## config.mk

```make
export PLATFORM = sky130hd
export DESIGN_NAME = hdc_readout
export DESIGN_NICKNAME = d
export VERILOG_FILES = /design/src/rtl/hdc_pkg.sv /design/src/rtl/hdc_readout.sv
export SDC_FILE = /design/constraint.sdc
export NUM_CORES = 1
export LEC_CHECK = 0
export BUFFER_PORTS_ARGS = -buffer_cell sky130_fd_sc_hd__buf_2
export CAP_MARGIN = 20
export CORE_ASPECT_RATIO = 1.5
export CORE_MARGIN = 1.5
export CORE_UTILIZATION = 47
export DETAILED_ROUTE_END_ITERATION = 8
export GPL_TIMING_DRIVEN = 0
export MAX_ROUTING_LAYER = met4
export PLACE_DENSITY_LB_ADDON = 0.12
export SYNTH_ARGS = -nofsm -noshare
export SYNTH_HDL_FRONTEND = slang
export SYNTH_SLANG_ARGS = --single-unit
```

## constraint.sdc

```tcl
create_clock -name clk -period 2.5 [get_ports clk]
set_input_delay 0.375 -clock clk [delete_from_list [all_inputs] [get_ports clk]]
set_output_delay 0.375 -clock clk [all_outputs]
set_load 0.1 [all_outputs]
```

## src/rtl/hdc_pkg.sv

```systemverilog
package hdc_pkg;

    // encoder geometry
    localparam int N_CORES    = 4;
    localparam int ITEM_COUNT = 100;
    localparam int WORD_W     = 32;
    localparam int SYM_W      = 7;
    localparam int POS_W      = 5;

    // readout counter has to hold N_CORES itself
    localparam int READ_CNT_W = $clog2(N_CORES + 1);

    // galois feedback mask, applied when the bit shifted out is 1
    localparam logic [WORD_W-1:0] LFSR_TAPS = 32'h80200003;

    // core k is seeded with LFSR_SEED_BASE + k * LFSR_SEED_STEP
    localparam logic [WORD_W-1:0] LFSR_SEED_BASE = 32'h1ace_b00c;
    localparam logic [WORD_W-1:0] LFSR_SEED_STEP = 32'h0f35_2e17;

    // one slice of the hypervector, owned by one core
    typedef logic [WORD_W-1:0] hv_word_t;

    // symbol value, doubles as item memory address
    typedef logic [SYM_W-1:0] sym_t;

    // rotation amount inside a window, and the window length
    typedef logic [POS_W-1:0] pos_t;

    // init sequencer states
    typedef enum logic {
        IDLE,
        FILL
    } init_state_t;

endpackage
```

## src/rtl/hdc_readout.sv

```systemverilog
`timescale 1ns/1ps

module hdc_readout (
    input  logic                                           clk,
    input  logic                                           arst_n,
    input  logic                                           update,
    input  logic [hdc_pkg::N_CORES*hdc_pkg::WORD_W-1:0]    acc_all,
    output logic                                           out_valid,
    output hdc_pkg::hv_word_t                              out_word
);

    // words of cores 1 .. N_CORES-1 wait here while core 0 comes straight from acc_all
    hdc_pkg::hv_word_t chain [hdc_pkg::N_CORES-1];

    logic [hdc_pkg::READ_CNT_W-1:0] remaining;
    logic                           first_q;

    always_ff @(posedge clk or negedge arst_n) begin
        if (!arst_n) begin
            remaining <= '0;
            first_q   <= 1'b0;
        end else if (update) begin
            // restart from core 0 even mid-sequence
            remaining <= hdc_pkg::READ_CNT_W'(hdc_pkg::N_CORES);
            first_q   <= 1'b1;
        end else begin
            first_q <= 1'b0;
            if (remaining != '0) begin
                remaining <= remaining - 1'b1;
            end
        end
    end

    // accumulators still hold their post-update value during first cycle
    always_ff @(posedge clk) begin
        if (first_q) begin
            for (int i = 0; i < hdc_pkg::N_CORES - 1; i++) begin
                chain[i] <= acc_all[(i+1)*hdc_pkg::WORD_W +: hdc_pkg::WORD_W];
            end
        end else begin
            for (int i = 0; i < hdc_pkg::N_CORES - 2; i++) begin
                chain[i] <= chain[i+1];
            end
        end
    end

    assign out_valid = (remaining != '0);
    assign out_word  = first_q ? acc_all[hdc_pkg::WORD_W-1:0] : chain[0];

endmodule

```

==> results by group <==
Status
  – Status: complete, no violations

Layout
  – Share of cells above drive strength 1: 0.7114
  – FILL cells: 654
  – Nets: 530
  – Fin area: 5155 µm²
  – Register cell area after layout: 2346 µm²
  – Ant diodes: 0
  – Post-Layout Cell Count: 507
  – Syn-to-layout area delta: 35.70%
  – Area occupied by multi-input gates: 1318 µm²

Clock tree
  – CTS max path bufs: 2
  – Clock sink total: 100
  – Clk_lat worst skew: 0.33 ns
  – Cts bufs inserted: 9
  – CTS tree: built
  – Root buffer cell: clkbuf_16
  – Htree depth: 3
  – Clock slew at reported path FFs: 0.07 ns

STA
  – Worst Tran Pin Value: 0.4994 ns
  – Final Hold Vio Count: 0
  – Setup TNS: 0 ns
  – F_max: 424.7 MHz
  – Final Cycle Share: 0.9419
  – Max Clock Skew: 0.005602 ns
  – Max-slew violation count: 0
  – Slew HR: 0.6693
  – Final setup vio count: 0
  – RSZ-0062 raised after global routing: no
  – Hold_ws: 0.2086 ns
  – Clock period minus worst slack: 2.355 ns

Route
  – Via count: 2,347
  – WL/cell: 14.08 µm
  – Iter 0 DRT Violations: 66
  – DRC: 0
  – Routed WL: 7138 µm
  – Routed Antenna Nets: 0
  – Vias per cell: 4.629
  – DR pass1 iterations: 4

Die
  – Die area: 8642 µm²
  – Core area: 7908 µm²
  – FP Rows: 40
  – I/O pin count: 164
  – Die height: 113.1 µm
  – Initial Util: 0.4804
  – Die width: 76.41 µm

Power and ir drop
  – Internal: 2.943 mW
  – Final Total Pwr: 4.128 mW
  – PwrDens: 800.7 nW/µm²
  – Maximum VDD drop: 813.7 µV
  – Leak pwr: 2.380 nW
  – Comb power frac: 0.229
  – Register share of total power: 0.450
  – Switch share: 0.2869
  – P_sw: 1.184 mW
  – Clock Power Share: 0.320

Global routing
  – Initial antenna violation count: 0
  – GRT overflow: 0
  – Vias in the first global route: 2,433
  – All-Layer GR Usage: 0.1756
  – Largest net degree at the start of global routing: 20
  – First-pass GRT wire length: 11,030 µm

Synthesis
  – Syn Area/Cell: 17.27 µm²
  – Syn_nets: 353
  – #FFs+latches synth: 100
  – Post-synth top cells: 64 x dfxtp_1, 57 x mux2_2, 40 x mux2_4
  – Cell taking the most area after synthesis: dfxtp_1
  – Synth top area cells: dfxtp_1 34%, edfxtp_1 25%, mux2_2 17%
  – Ys flop type: dfxtp_1
  – Post-synthesis cell count: 220
  – Post-synth EDFFs: 32
  – Synth top area share: 0.3373
  – Post-synth ARST share: 0.04000
  – Synth Cell Area: 3799 µm²
  – Post-synthesis sequential area ratio: 0.6166
  – Yosys cell types: 17
  – Count leader, synth: dfxtp_1
  – Yosys warnings: 0

Worst setup path
  – Critical Path Source Type: flip-flop
  – CP required: 2.12 ns
  – WS Path Type: flip-flop to output pin
  – CP Capture Type: output pin
  – Arr. time, crit path: 1.98 ns
  – Maximum fanout along the worst path: 19

Placed design
  – Inst Count DP: 489
  – DP Area: 4773 µm²
  – Final Wtd Congestion: 0.7279
  – Quantity of I/O buffers inserted on ports: 163
  – Detailed placer's ending HPWL: 5502 µm

Flow run
  – Maxcap violations: 0

Hold path
  – Hold Path Class: primary input to flip-flop
cell usage in the layout (no fill, tap or decap), drive strengths merged:
cell / n
a211o: 1
a211oi: 1
buf: 176
bufinv: 1
clkbuf: 11
clkinv: 2
clkinvlp: 2
dfrtp: 4
dfxtp: 64
dlygate4sd3: 1
edfxtp: 32
ha: 2
inv: 2
mux2: 97
nand2b: 1
nor2: 2
nor2b: 2
nor3b: 1
final timing paths:
| check | startpoint | to | slack, ns | cells past startpoint |
|---|---|---|---|---|
| max in group asynchronous | arst_n | first_q | 1.98 | 2 |
| max reg2reg | first_q | chain[0][59] | 0.99 | 5 |
| min | acc_all[99] | chain[1][3] | 0.21 | 1 |
| min reg2reg | chain[0][49] | chain[0][17] | 0.45 | 1 |
| max | first_q | out_word[9] | 0.15 | 6 |
| min in group asynchronous | arst_n | first_q | 0.38 | 2 |
metal layers:
layer	vias to the layer above	share of wire	track usage
met3	17	0.055	0.05000
met1	1082	0.38	0.1742
met4	0	0.025	0.08642
met5	-	0	-
met2	99	0.53	0.3131
li1	1149	-	-
registers in the layout (all words and copies together) (netlist names):
| signal | count |
|---|---|
| remaining | 3 |
| chain | 96 |
| first_q | 1 |
final cells by class:
type                            count  share of cell area
Buffer                             11             0.02549
Clock buffer                       11             0.04515
Clock inverter                      5             0.01019
Inverter                            2            0.001456
Multi-Input combinational cell    107              0.2556
Sequential cell                   100              0.4551
Tap cell                          105             0.02549
Timing Repair Buffer              166              0.1816
cell families (layout without fill, tap and decap cells):
family / Yosys count / in the layout / share of synthesized area
adder cells (fa/ha/maj): 2 / 2 / 0.006587
AND/OR/NAND/NOR: 6 / 6 / 0.008895
AO/OA/AOI/OAI: 2 / 2 / 0.004283
multiplexers: 97 / 97 / 0.3271
buffers and inverters: 13 / 195 / 0.03656
flip-flops: 100 / 100 / 0.6166
critical path, cell delays in order, from the launching register on:
cell     delay (ns)
dfrtp_4        0.50
buf_16         0.17
buf_6          0.13
buf_8          0.15
buf_12         0.15
mux2_4         0.30
buf_4          0.23
repair_timing:
action	4_1_cts	5_1_grt
buffers inserted	1	0
gates resized for setup	32	0
hold endpoints to repair	4	0
hold buffers	1	0
setup endpoints to repair	32	0
stage by stage:
stage	util	worst slack, ns
6_report	0.6519	0.1453
5_1_grt	0.6519	0.09196
4_1_cts	0.6519	0.1221
3_5_place_dp	0.6036	-0.01152
3_3_place_gp	0.6002	-0.3204
2_1_floorplan	-	0.2154
power groups by stage:
stage	Clock, mW	Sequential (mW)	Combinational [mW]
final	1.32	1.86	0.947
after global routing	1.42	1.87	0.992
after CTS	1.36	1.86	0.955
after detailed placement	0	1.90	0.914
after global placement	0	1.90	0.885
after floorplan	0	1.89	0.723
Note: power is estimated with default switching activity, not from simulation.
