==> config.mk <==
export PLATFORM = sky130hd
export DESIGN_NAME = hdc_init_ctrl
export DESIGN_NICKNAME = d
export VERILOG_FILES = /design/src/rtl/hdc_pkg.sv /design/src/rtl/hdc_init_ctrl.sv
export SDC_FILE = /design/constraint.sdc
export NUM_CORES = 1
export LEC_CHECK = 0
export BUFFER_PORTS_ARGS = -buffer_cell sky130_fd_sc_hd__clkbuf_2
export CAP_MARGIN = 20
export CORE_AREA = 2 2 39 41
export CTS_CLUSTER_DIAMETER = 200
export CTS_CLUSTER_SIZE = 20
export DETAILED_ROUTE_END_ITERATION = 8
export DIE_AREA = 0 0 41 43
export SYNTH_ARGS = -nofsm -noshare
export SYNTH_HDL_FRONTEND = slang
export SYNTH_SLANG_ARGS = --single-unit
==> constraint.sdc <==
create_clock -name clk -period 2.08 [get_ports clk]
set_input_delay 0.104 -clock clk [delete_from_list [all_inputs] [get_ports clk]]
set_output_delay 0.104 -clock clk [all_outputs]
set_load 0.01 [all_outputs]
==> src/rtl/hdc_pkg.sv <==
package hdc_pkg;

    // encoder geometry
    localparam int N_CORES    = 4;
    localparam int ITEM_COUNT = 100;
    localparam int WORD_W     = 32;
    localparam int SYM_W      = 7;
    localparam int POS_W      = 5;

    // readout counter has to hold N_CORES itself
    localparam int READ_CNT_W = $clog2(N_CORES + 1);

    // galois feedback mask, applied when the bit shifted out is 1
    localparam logic [WORD_W-1:0] LFSR_TAPS = 32'h80200003;

    // core k is seeded with LFSR_SEED_BASE + k * LFSR_SEED_STEP
    localparam logic [WORD_W-1:0] LFSR_SEED_BASE = 32'h1ace_b00c;
    localparam logic [WORD_W-1:0] LFSR_SEED_STEP = 32'h0f35_2e17;

    // one slice of the hypervector, owned by one core
    typedef logic [WORD_W-1:0] hv_word_t;

    // symbol value, doubles as item memory address
    typedef logic [SYM_W-1:0] sym_t;

    // rotation amount inside a window, and the window length
    typedef logic [POS_W-1:0] pos_t;

    // init sequencer states
    typedef enum logic {
        IDLE,
        FILL
    } init_state_t;

endpackage
==> src/rtl/hdc_init_ctrl.sv <==
`timescale 1ns/1ps

module hdc_init_ctrl (
    input  logic          clk,
    input  logic          arst_n,
    input  logic          init_start,
    output logic          init_busy,
    output logic          mem_we,
    output hdc_pkg::sym_t mem_addr,
    output logic          lfsr_step
);

    localparam hdc_pkg::sym_t ADDR_LAST = hdc_pkg::sym_t'(hdc_pkg::ITEM_COUNT - 1);

    hdc_pkg::init_state_t state;
    hdc_pkg::sym_t        addr;

    always_ff @(posedge clk or negedge arst_n) begin
        if (!arst_n) begin
            state <= hdc_pkg::IDLE;
            addr  <= '0;
        end else begin
            case (state)
                hdc_pkg::IDLE: begin
                    // start requests during FILL never reach here
                    if (init_start) begin
                        state <= hdc_pkg::FILL;
                        addr  <= '0;
                    end
                end
                hdc_pkg::FILL: begin
                    if (addr == ADDR_LAST) begin
                        state <= hdc_pkg::IDLE;
                        addr  <= '0;
                    end else begin
                        addr <= addr + 1'b1;
                    end
                end
                default: state <= hdc_pkg::IDLE;
            endcase
        end
    end

    // one write and one lfsr step per FILL cycle
    assign init_busy = (state == hdc_pkg::FILL);
    assign mem_we    = init_busy;
    assign lfsr_step = init_busy;
    assign mem_addr  = addr;

    a_addr_in_range: assert property (
        @(posedge clk) disable iff (!arst_n)
        mem_we |-> (mem_addr < hdc_pkg::ITEM_COUNT)
    );

endmodule

==> flow_summary.yaml <==
job:
  max_cap_viol_count: 0
cts:
  clock_sinks: 8
  root_buffer: "clkbuf_4"
  cts_setup_buffers: 0
  postCtsResizedCells: 0
  cts_tree: "done"
  clk_pin_slew_ns: 0.06
  cts_buffers: 3
  cts_hold_buf: 1
  htree_num_levels: 1
  clk_latency_ns: 0.26
  cts.path.max_buffers: 2
global_route:
  grt_pass1_wl_um: 1510
  busiest_layer: "met2"
  grt_overflow_total: 0
  use_met2: 0.178
  grt_pass1_vias: 330
  grt_max_degree: 10
  grtUsageTotal: 0.134
  grt_use_met1: 0.169
  antenna_found_initial: 0
  use_met3: 0.0471
die:
  die-area_sq_mm: 0.00176
  die_w_um: 41
  core_area_sq_mm: 0.00138
  start_util: 0.320
  rows: 14
  ios: 13
  fp.dieH_um: 43
routing:
  drt_first_pass_iters: 2
  post_drt_via_cell_ratio: 5.01
  vias: 371
  drc: 0
  routed_wire_length_per_instance_um: 12.3
  ant_nets: 0
  wl_um: 912
  drt_iter0_drc: 5
setup_path:
  start_kind: "flip-flop"
  crit_family: "compound AO/OA/AOI/OAI gates"
  cp.depth: 4
  worstPathRequired_ns: 2.20
  worstSetupEndpointType: "flip-flop"
  crit_arrival_ns: 1.69
  rrSetupSlack_ns: 0.51
  critical_path_class: "flip-flop to flip-flop"
  critPathSlowestCell: "o41ai_4"
  rr_worst_depth: 4
  timing.rr.start: "mem_addr[0]"
  rr_endpoint: "mem_addr[5]"
  slowest_delay_ns: 0.46
  cp.buffers_inverters: 0
  cp_max_fo: 6
  crit_chain: "ha_1 -> nand2b_1 -> o41ai_4 -> o211ai_1"
sta:
  fin_ws_ns: 0.510
  whs_ns: 0.206
  rsz0062_at_grt: "false"
  post-route-period-util: 0.755
  fin_crit_ns: 1.57
  tightest_slew_ns: 0.512
  finClkSkew_ns: 0.00148
  drv_slew: 0
  max_freq_ghz: 0.637
  final-setup-viol-count: 0
  tns_ns: 0
  finalHoldViolations: 0
  slew_headroom: 0.658
synth:
  synth_compound_area_frac: 0.218
  yosysWarnings: 0
  synthSimpleGateAreaFrac: 0.212
  synth.most_common_cell: "dfrtp_1"
  yosys.area.top_type: "dfrtp_1"
  synth-xor-area-share: 0.0395
  synth.avg_cell_area_sq_um: 10.1
  synthTopCellsByCount: "8 x dfrtp_1, 7 x nand2_1, 4 x o21ai_1"
  syn_nets: 48
  synth.mux.area_fraction: 0
  ys_seq_area_frac: 0.452
  synth_top_family_by_area: "compound AO/OA/AOI/OAI gates"
  ys.flop_type: "dfrtp_1"
  synth_top_area_frac: 0.452
  ys_async_sr_fraction: 1.00
  synth_area_sq_um: 443
  synth_top_cells_by_area: "dfrtp_1 45%, o41ai_4 6.2%, nand2_1 5.9%"
  ys_ff_latch: 8
  ys_types: 22
  synthCells: 44
  synthAdderAreaFrac: 0.0282
  synth_edf_count: 0
placed_design:
  place_area_sq_um: 508
  hpwlAfterDp_um: 706
  port_buffers: 12
  dp_slack_ns: 0.506
  place_congestion: 0.730
min_path:
  hold_class: "primary input to flip-flop"
  worstHoldEndpoint: "mem_addr[0]"
  holdPathStages: 4
  min_from: "init_start"
power_and_ir_drop:
  combPwrFrac: 0.408
  power_frac_clock: 0.160
  p_int_mw: 0.447
  total_power_mw: 0.800
  power_frac_seq: 0.432
  p_leak_nw: 0.247
  p_switching_mw: 0.353
  powerDensity_mw_per_mm2: 1480
  ir_drop_mv: 0.388
  swShare: 0.441
finish:
  antenna_cells: 0
  fillCellCount: 147
  syn_to_final_growth_pct: 22.0
  fin_area_sq_um: 541
  num-nets-final: 64
  drive_gt1_frac: 0.345
run_status:
  run_status: "finished, final reports clean"
## power by group through the flow
stage	sequential (mW)	combinational, mW	clock [mW]
floorplan	0.361	0.194	0
global placement	0.347	0.330	0
detailed placement	0.348	0.330	0
CTS	0.346	0.332	0.128
global route	0.362	0.373	0.138
finish	0.346	0.327	0.128
## cell type report
cell class | count | area, sq um | share of cell area
Multi-Input combinational cell | 32 | 220 | 0.407
Sequential cell | 8 | 200 | 0.370
Timing Repair Buffer | 13 | 70.1 | 0.130
Clock buffer | 3 | 22.5 | 0.0417
Tap cell | 16 | 20.0 | 0.0370
Inverter | 2 | 7.51 | 0.0139
## layout by cell type, fill, tap and decap left out, drive strengths merged
cell          n
clkbuf       15
dfrtp         8
nand2         7
o21ai         7
nand3         3
nand2b        2
xor2          2
inv           2
or4           2
o211ai        2
nor4          1
nor2          1
a21oi         1
o41ai         1
nor2b         1
a22o          1
ha            1
dlygate4sd3   1
## flip-flops by register name, summed over array words and instances (netlist names)
| signal | flops |
|---|---|
| init_busy | 1 |
| mem_addr | 7 |
## how the worst max path moves through the flow
stage | startpoint | endpoint | slack, ns
after floorplan | mem_addr[0] | mem_addr[5] | 0.61
after global placement | mem_addr[0] | mem_addr[5] | 0.57
after detailed placement | mem_addr[0] | mem_addr[5] | 0.51
after CTS | mem_addr[0] | mem_addr[5] | 0.49
after global routing | mem_addr[0] | mem_addr[5] | 0.36
final | mem_addr[0] | mem_addr[5] | 0.51
## worst reg2reg max path: cells and delay by family, from the launching register on
kind                     cells  cell delay (ns)
adder cells (fa/ha/maj)      1             0.24
flip-flops                   1             0.42
AO/OA/AOI/OAI                2             0.63
AND/OR/NAND/NOR              1             0.13
## metrics by stage
step | utilization | instances
final | 0.391 | 74
after global routing | 0.391 | 74
after CTS | 0.391 | 74
after detailed placement | 0.367 | 70
after global placement | 0.367 | 70
after floorplan | - | 44
## per-layer routing
| layer | part of all wire | routed length (um) |
|---|---|---|
| met5 | 0 | 0 |
| met4 | 0.020 | 18 |
| met3 | 0.050 | 46 |
| met1 | 0.46 | 416 |
| met2 | 0.47 | 432 |
## kinds of logic (layout without fill, tap and decap cells)
| logic type | after synthesis | after routing |
|---|---|---|
| and+or+nand+nor | 17 | 17 |
| AOI/OAI and AO/OA | 12 | 12 |
| DFF | 8 | 8 |
| buffers and inverters | 4 | 18 |
| xor gates and xnor gates | 2 | 2 |
| adders and majority gates | 1 | 1 |
No activity file was read; power rests on OpenSTA's default activity.
