===== config.mk =====
export PLATFORM = sky130hd
export DESIGN_NAME = hv_lfsr
export DESIGN_NICKNAME = d
export VERILOG_FILES = /design/src/rtl/hdc_pkg.sv /design/src/rtl/hv_lfsr.sv
export SDC_FILE = /design/constraint.sdc
export NUM_CORES = 1
export LEC_CHECK = 0
export ABC_CLOCK_PERIOD_IN_PS = 1100
export BUFFER_PORTS_ARGS = -buffer_cell sky130_fd_sc_hd__clkbuf_2
export CAP_MARGIN = 40
export CORE_MARGIN = 2
export CORE_UTILIZATION = 51
export DETAILED_ROUTE_END_ITERATION = 6
export GPL_ROUTABILITY_DRIVEN = 0
export PLACE_DENSITY = 0.89
export SYNTH_ARGS = -nofsm -noshare
export SYNTH_HDL_FRONTEND = slang
export SYNTH_SLANG_ARGS = --single-unit

===== constraint.sdc =====
create_clock -name clk -period 1.1 [get_ports clk]
set_clock_uncertainty 0.1 [all_clocks]
set_input_delay 0.11 -clock clk [delete_from_list [all_inputs] [get_ports clk]]
set_output_delay 0.11 -clock clk [all_outputs]
set_load 0.01 [all_outputs]

===== src/rtl/hdc_pkg.sv =====
package hdc_pkg;

    // encoder geometry
    localparam int N_CORES    = 4;
    localparam int ITEM_COUNT = 100;
    localparam int WORD_W     = 32;
    localparam int SYM_W      = 7;
    localparam int POS_W      = 5;

    // readout counter has to hold N_CORES itself
    localparam int READ_CNT_W = $clog2(N_CORES + 1);

    // galois feedback mask, applied when the bit shifted out is 1
    localparam logic [WORD_W-1:0] LFSR_TAPS = 32'h80200003;

    // core k is seeded with LFSR_SEED_BASE + k * LFSR_SEED_STEP
    localparam logic [WORD_W-1:0] LFSR_SEED_BASE = 32'h1ace_b00c;
    localparam logic [WORD_W-1:0] LFSR_SEED_STEP = 32'h0f35_2e17;

    // one slice of the hypervector, owned by one core
    typedef logic [WORD_W-1:0] hv_word_t;

    // symbol value, doubles as item memory address
    typedef logic [SYM_W-1:0] sym_t;

    // rotation amount inside a window, and the window length
    typedef logic [POS_W-1:0] pos_t;

    // init sequencer states
    typedef enum logic {
        IDLE,
        FILL
    } init_state_t;

endpackage

===== src/rtl/hv_lfsr.sv =====
`timescale 1ns/1ps

module hv_lfsr #(
    parameter hdc_pkg::hv_word_t SEED = hdc_pkg::LFSR_SEED_BASE
) (
    input  logic              clk,
    input  logic              arst_n,
    input  logic              step,
    output hdc_pkg::hv_word_t value
);

    hdc_pkg::hv_word_t state;

    // right-shifting galois form, taps folded in when lsb falls out
    always_ff @(posedge clk or negedge arst_n) begin
        if (!arst_n) begin
            state <= SEED;
        end else if (step) begin
            if (state[0]) begin
                state <= (state >> 1) ^ hdc_pkg::LFSR_TAPS;
            end else begin
                state <= state >> 1;
            end
        end
    end

    assign value = state;

    // all-zero state would lock up and fill the item memory with zeros
    a_state_nonzero: assert property (
        @(posedge clk) disable iff (!arst_n)
        state != '0
    );

endmodule


==> flow_summary.json, run 1 <==
{
  "status": "finished, violations left",
  "violations": "negative setup slack",
  "synthDistinctLibCells": 10,
  "first_global_vias": 865,
  "power.density_mw_per_mm2": 3272,
  "cts_buffer_depth": 2,
  "avgSynthCellArea_sq_um": 18.46,
  "rows": 18,
  "die_y_microns": 55.40,
  "start_util": 0.5390,
  "drc": 0,
  "synth_mux_area_frac": 0.3120,
  "antenna_found_initial": 0,
  "slew_violations": 0,
  "cp-end-kind": "primary output",
  "synth_top_area_frac": 0.3528,
  "largest_reg_flops": 32,
  "critPathKind": "reg2out",
  "final_util": 0.7668,
  "yosys-top-cells-area": "dfrtp_1, mux2_4, dfstp_2",
  "final_cell_mix": "buf_4, mux2_4, clkbuf_2",
  "routedWlPerCell_microns": 15.23,
  "cp_slowest_cell": "dfstp_2",
  "tightest_slew_ns": 0.3686,
  "relSlewSlack": 0.7543,
  "crit_fanout": 2,
  "hpwl_microns": 1481,
  "tns_ns": -1.273,
  "synth_fa_ha_area_frac": 0,
  "yosys_register_bits": 32,
  "syn_nets": 76,
  "finalWirelength_microns": 2634,
  "fin_hold_ws_ns": 0.09689,
  "via_per_inst": 4.925,
  "worstPathRequired_ns": 0.89,
  "finalNetCount": 145,
  "ir_worst_vdd_v": 0.002281,
  "synthesis.area_sq_mm": 0.001348,
  "synth_top_cell_by_area": "dfrtp_1",
  "path_clk_slew_ns": 0.10,
  "start_kind": "register",
  "netlist_instances": 73,
  "critical_path_buf_inv_count": 1,
  "ant_nets": 0,
  "fmax_ghz": 0.8260,
  "hold_path_class": "in2async",
  "seq_area_frac_synth": 0.6063,
  "firstDrtPassIters": 4,
  "setup_viol_count_final": 14,
  "path_cells": "buf_6",
  "setup_ws_ns": -0.1106,
  "critical_path_arrival_ns": 1.00,
  "h-tree-depth": 2,
  "fin_crit_ns": 1.211,
  "cts_tree": "done",
  "grt.overflow.total": 0,
  "synth-warning-count": 0,
  "total_leakage_power_nw": 0.9580,
  "path_delay_family": "flip-flops",
  "hold_violations": 0,
  "cts_sinks": 32,
  "io_pins": 35,
  "design.die.area_sq_mm": 0.003069,
  "insertion_delay_ns": 0.34,
  "num_vias": 852,
  "drtIter0Drc": 2,
  "drv_cap": 0,
  "diodes": 0,
  "portBuffers": 34,
  "period_share": 1.101,
  "numCtsBuffers": 5,
  "cp_slowest_stage_delay_ns": 0.56,
  "core_sq_mm": 0.002500,
  "die_x_microns": 55.40,
  "synth_xor_area_frac": 0.01950,
  "grt_pass1_wl_microns": 4029,
  "syn2layout_area_growth_pct": 42.25,
  "drive_above_1_share": 0.8112,
  "grt_max_degree": 24,
  "p_total_mw": 6.272,
  "synth-compound-area-share": 0.007428,
  "synth_top_family_by_area": "multiplexers",
  "final_common_cell": "buf_4",
  "grtUsageTotal": 0.1758,
  "synth_simple_gate_area_frac": 0.008357,
  "cts_root_buf": "clkbuf_4",
  "rsz0062_at_grt": "yes"
}
## where the power goes
part	switching (mW)	internal, mW	total [mW]	leakage (nW)
Sequential	0.414	1.96	2.37	0.355
Combinational	1.15	2.10	3.26	0.574
Clock	0.397	0.249	0.646	0.0293
Total	1.96	4.31	6.27	0.958
## Yosys cell counts, drive strengths merged
master   n
xnor2    3
dfrtp   19
dfstp   13
nor2     2
a21oi    2
nand2    1
buf      4
mux2    29
## cell type report
| type | instances | area (sq um) |
|---|---|---|
| fillers | 167 | 583.1 |
| clock inverters | 1 | 5.005 |
| clock buffers | 7 | 45.04 |
| repair buffers | 66 | 531.8 |
| well taps | 30 | 37.54 |
| multi-input cells | 37 | 479.2 |
| flip-flops and latches | 32 | 818.3 |
## kinds of logic (layout without fill, tap and decap cells)
kind of cell	count (synthesis)	in the layout
AND/OR/NAND/NOR	3	3
buffers and inverters	4	74
multiplexers	29	29
AO/OA/AOI/OAI	2	2
flip-flops	32	32
XOR/XNOR	3	3
## per-layer routing
layer | global-route usage | wire [microns] | up-vias
met1 | 0.2123 | 1133 | 432
met4 | 0.08362 | 48 | 0
met5 | 0 | 0 | -
li1 | - | - | 386
met2 | 0.2721 | 1324 | 28
met3 | 0.07260 | 127 | 6
## metrics by stage
stage / setup WS, ns / std cells / instance area [sq um]
final: -0.1106 / 173 / 1917
after global routing: -0.1610 / 173 / 1917
after CTS: -0.1453 / 171 / 1809
after detailed placement: 0.09737 / 136 / 1553
after global placement: 0.1196 / 136 / 1553
after floorplan: 0.1437 / 73 / 1348
## path summary, 6_finish.rpt
check,endpoint,start,depth (start not counted),slack (ns)
worst min-delay path,value[14],arst_n,2,0.1
worst max register to register,value[1],value[0],3,0.01
min in group clk,value[1],step,3,0.14
max in group asynchronous,value[28],arst_n,3,0.29
worst max-delay path,value[15],value[15],1,-0.11
worst min register to register,value[20],value[21],1,0.43
## what timing repair did
action	4_1_cts	5_1_grt
hold buffers	1	0
pin swaps	0	1
resized for setup	1	28
buffers inserted	26	2
endpoints found under the setup margin	27	33
hold endpoints to repair	25	0
(Power assumes the default switching activity.)
==> inputs of run 2 (changes only) <==
- ABC_AREA: unset -> 1
- CORE_UTILIZATION: 51 -> 50
==> flow_summary.json, run 2 <==
{
  "tightest_slew_ns": 0.4324,
  "drive_above_1_share": 0.4039,
  "diodes": 0,
  "holdCritStartpoint": "step",
  "synth-async-reset-ratio": 1.000,
  "use_met1": 0.2276,
  "insertion_delay_ns": 0.32,
  "gr-usage-met3": 0.07923,
  "syn2layout_area_growth_pct": 43.03,
  "grt.met2_usage": 0.3373,
  "fin_crit_ns": 1.198,
  "num_vias": 1138,
  "die_x_microns": 54.30,
  "cp_slowest_cell": "dfstp_2",
  "hpwl_microns": 1633,
  "critical_path_arrival_ns": 0.99,
  "synth-warning-count": 0,
  "synth_top_area_frac": 0.3759,
  "total_leakage_power_nw": 1.009,
  "slew_violations": 0,
  "hold_depth": 4,
  "cts_root_buf": "clkbuf_4",
  "setup_viol_count_final": 14,
  "synth_top_cell_by_area": "dfrtp_1",
  "design.die.area_sq_mm": 0.002948,
  "largest_reg_flops": 32,
  "critPathKind": "reg2out",
  "relSlewSlack": 0.7113,
  "drv_cap": 0,
  "portBuffers": 34,
  "firstDrtPassIters": 4,
  "cts_buffer_depth": 2,
  "finalWirelength_microns": 2834,
  "place_worst_setup_slack_ns": 0.1195,
  "drc": 0,
  "rows": 18,
  "netlist_instances": 141,
  "p_total_mw": 3.989,
  "synth_flop_cell": "dfrtp_1",
  "setup_ws_ns": -0.09756,
  "p_switching_mw": 1.197,
  "grt.overflow.total": 0,
  "hold_path_class": "in2reg",
  "multiInputGateArea_sq_um": 367.9,
  "violations": "negative setup slack",
  "seq_area_frac_synth": 0.6459,
  "final_cell_area_sq_mm": 0.001809,
  "cp-end-kind": "primary output",
  "worstPathRequired_ns": 0.89,
  "whs_endpoint": "value[3]",
  "die_y_microns": 54.30,
  "numCtsBuffers": 5,
  "synth.most_common_cell": "nand2_1",
  "power.density_mw_per_mm2": 2205,
  "start_kind": "register",
  "first_global_vias": 993,
  "grt_max_degree": 33,
  "via_per_inst": 4.884,
  "crit_fanout": 2,
  "yosys_register_bits": 32,
  "share_clk_of_total_power": 0.247,
  "synthesis.area_sq_mm": 0.001265,
  "grt.busiest_layer": "met2",
  "path_clk_slew_ns": 0.10,
  "synth_edf_count": 0,
  "final_common_cell": "nand2_1",
  "io_pins": 35,
  "path_cells": "buf_6",
  "syn_nets": 144,
  "core_sq_mm": 0.002432,
  "cts_sinks": 32,
  "ir_worst_vdd_v": 0.001509,
  "final_cell_mix": "nand2_1, buf_4, clkbuf_2",
  "r2r_cells": 3,
  "power.share.switching": 0.3000,
  "fill_cells": 167,
  "synthDistinctLibCells": 9,
  "yosys-top-cells-area": "dfrtp_1, dfstp_2, nand2_1",
  "critical_path_buf_inv_count": 1,
  "rsz0062_at_grt": "yes",
  "avgSynthCellArea_sq_um": 8.971,
  "status": "finished, violations left",
  "routedWlPerCell_microns": 12.16,
  "rr_endpoint": "value[2]",
  "cts_tree": "done",
  "antenna_found_initial": 0,
  "internal_power_mw": 2.793,
  "finalNetCount": 205,
  "path_delay_family": "flip-flops",
  "placed_cell_area_sq_mm": 0.001449,
  "ant_nets": 0,
  "power_frac_comb": 0.321,
  "cp_slowest_stage_delay_ns": 0.56,
  "ff2ff_setup_slack_ns": 0.07,
  "period_share": 1.089,
  "tns_ns": -1.085,
  "grt_pass1_wl_microns": 4071,
  "seqPwrFrac": 0.432,
  "seqCellArea_sq_um": 817.0,
  "start_util": 0.5201,
  "fmax_ghz": 0.8350,
  "ys_top_cells_by_count": "nand2_1, dfrtp_1, dfstp_2, inv_1, o21ai_0",
  "drtIter0Drc": 30,
  "hold_violations": 0,
  "grtUsageTotal": 0.2000,
  "h-tree-depth": 2,
  "r2r_start": "value[2]"
}
run 2: area by class of cell:
type,instances,area share
Sequential cell,32,0.4516
Multi-Input combinational cell,95,0.2033
Inverter,7,0.01452
Timing Repair Buffer,61,0.2573
Clock buffer,7,0.03596
Clock inverter,1,0.01660
Tap cell,30,0.02075
run 2: cell families (layout without fill, tap and decap cells):
kind of cell,Yosys count,in the layout,share of synthesized area
AO/OA/AOI/OAI,6,6,0.02374
flip-flops,32,32,0.6459
AND/OR/NAND/NOR,89,89,0.2671
buffers and inverters,14,76,0.06330
run 2: routing by layer:
| metal | wire length [microns] | part of all wire |
|---|---|---|
| met5 | 0 | 0 |
| met2 | 1477 | 0.52 |
| met1 | 1130 | 0.40 |
| met4 | 31 | 0.011 |
| met3 | 194 | 0.068 |
run 2: how the worst max path moves through the flow:
stage,cells after the start,startpoint,to
finish,1,value[27],value[27]
global route,1,value[25],value[25]
CTS,1,value[22],value[22]
detailed placement,3,step,value[30]
global placement,3,step,value[30]
floorplan,3,value[2],value[1]
run 2: timing repair:
item | 4_1_cts | 5_1_grt
endpoints found under the hold margin | 33 | 0
buffers inserted | 15 | 6
endpoints found under the setup margin | 19 | 32
hold buffers | 2 | 0
gates resized for setup | 0 | 30
run 2: power by group through the flow:
stage / combinational (mW) / sequential (mW) / clock [mW]
floorplan: 0.311 / 1.87 / 0
global placement: 0.773 / 1.76 / 0
detailed placement: 0.802 / 1.78 / 0
CTS: 1.05 / 1.70 / 1.00
global route: 1.42 / 1.75 / 1.07
finish: 1.28 / 1.72 / 0.985
run 2: metrics by stage:
stage / hold slack [ns] / std cells / util
floorplan: -0.2856 / 141 / -
finish: 0.07042 / 233 / 0.7438
global route: 0.07648 / 233 / 0.7438
detailed placement: 0.05228 / 202 / 0.5957
CTS: 0.05521 / 227 / 0.6893
global placement: 0.03589 / 202 / 0.5957
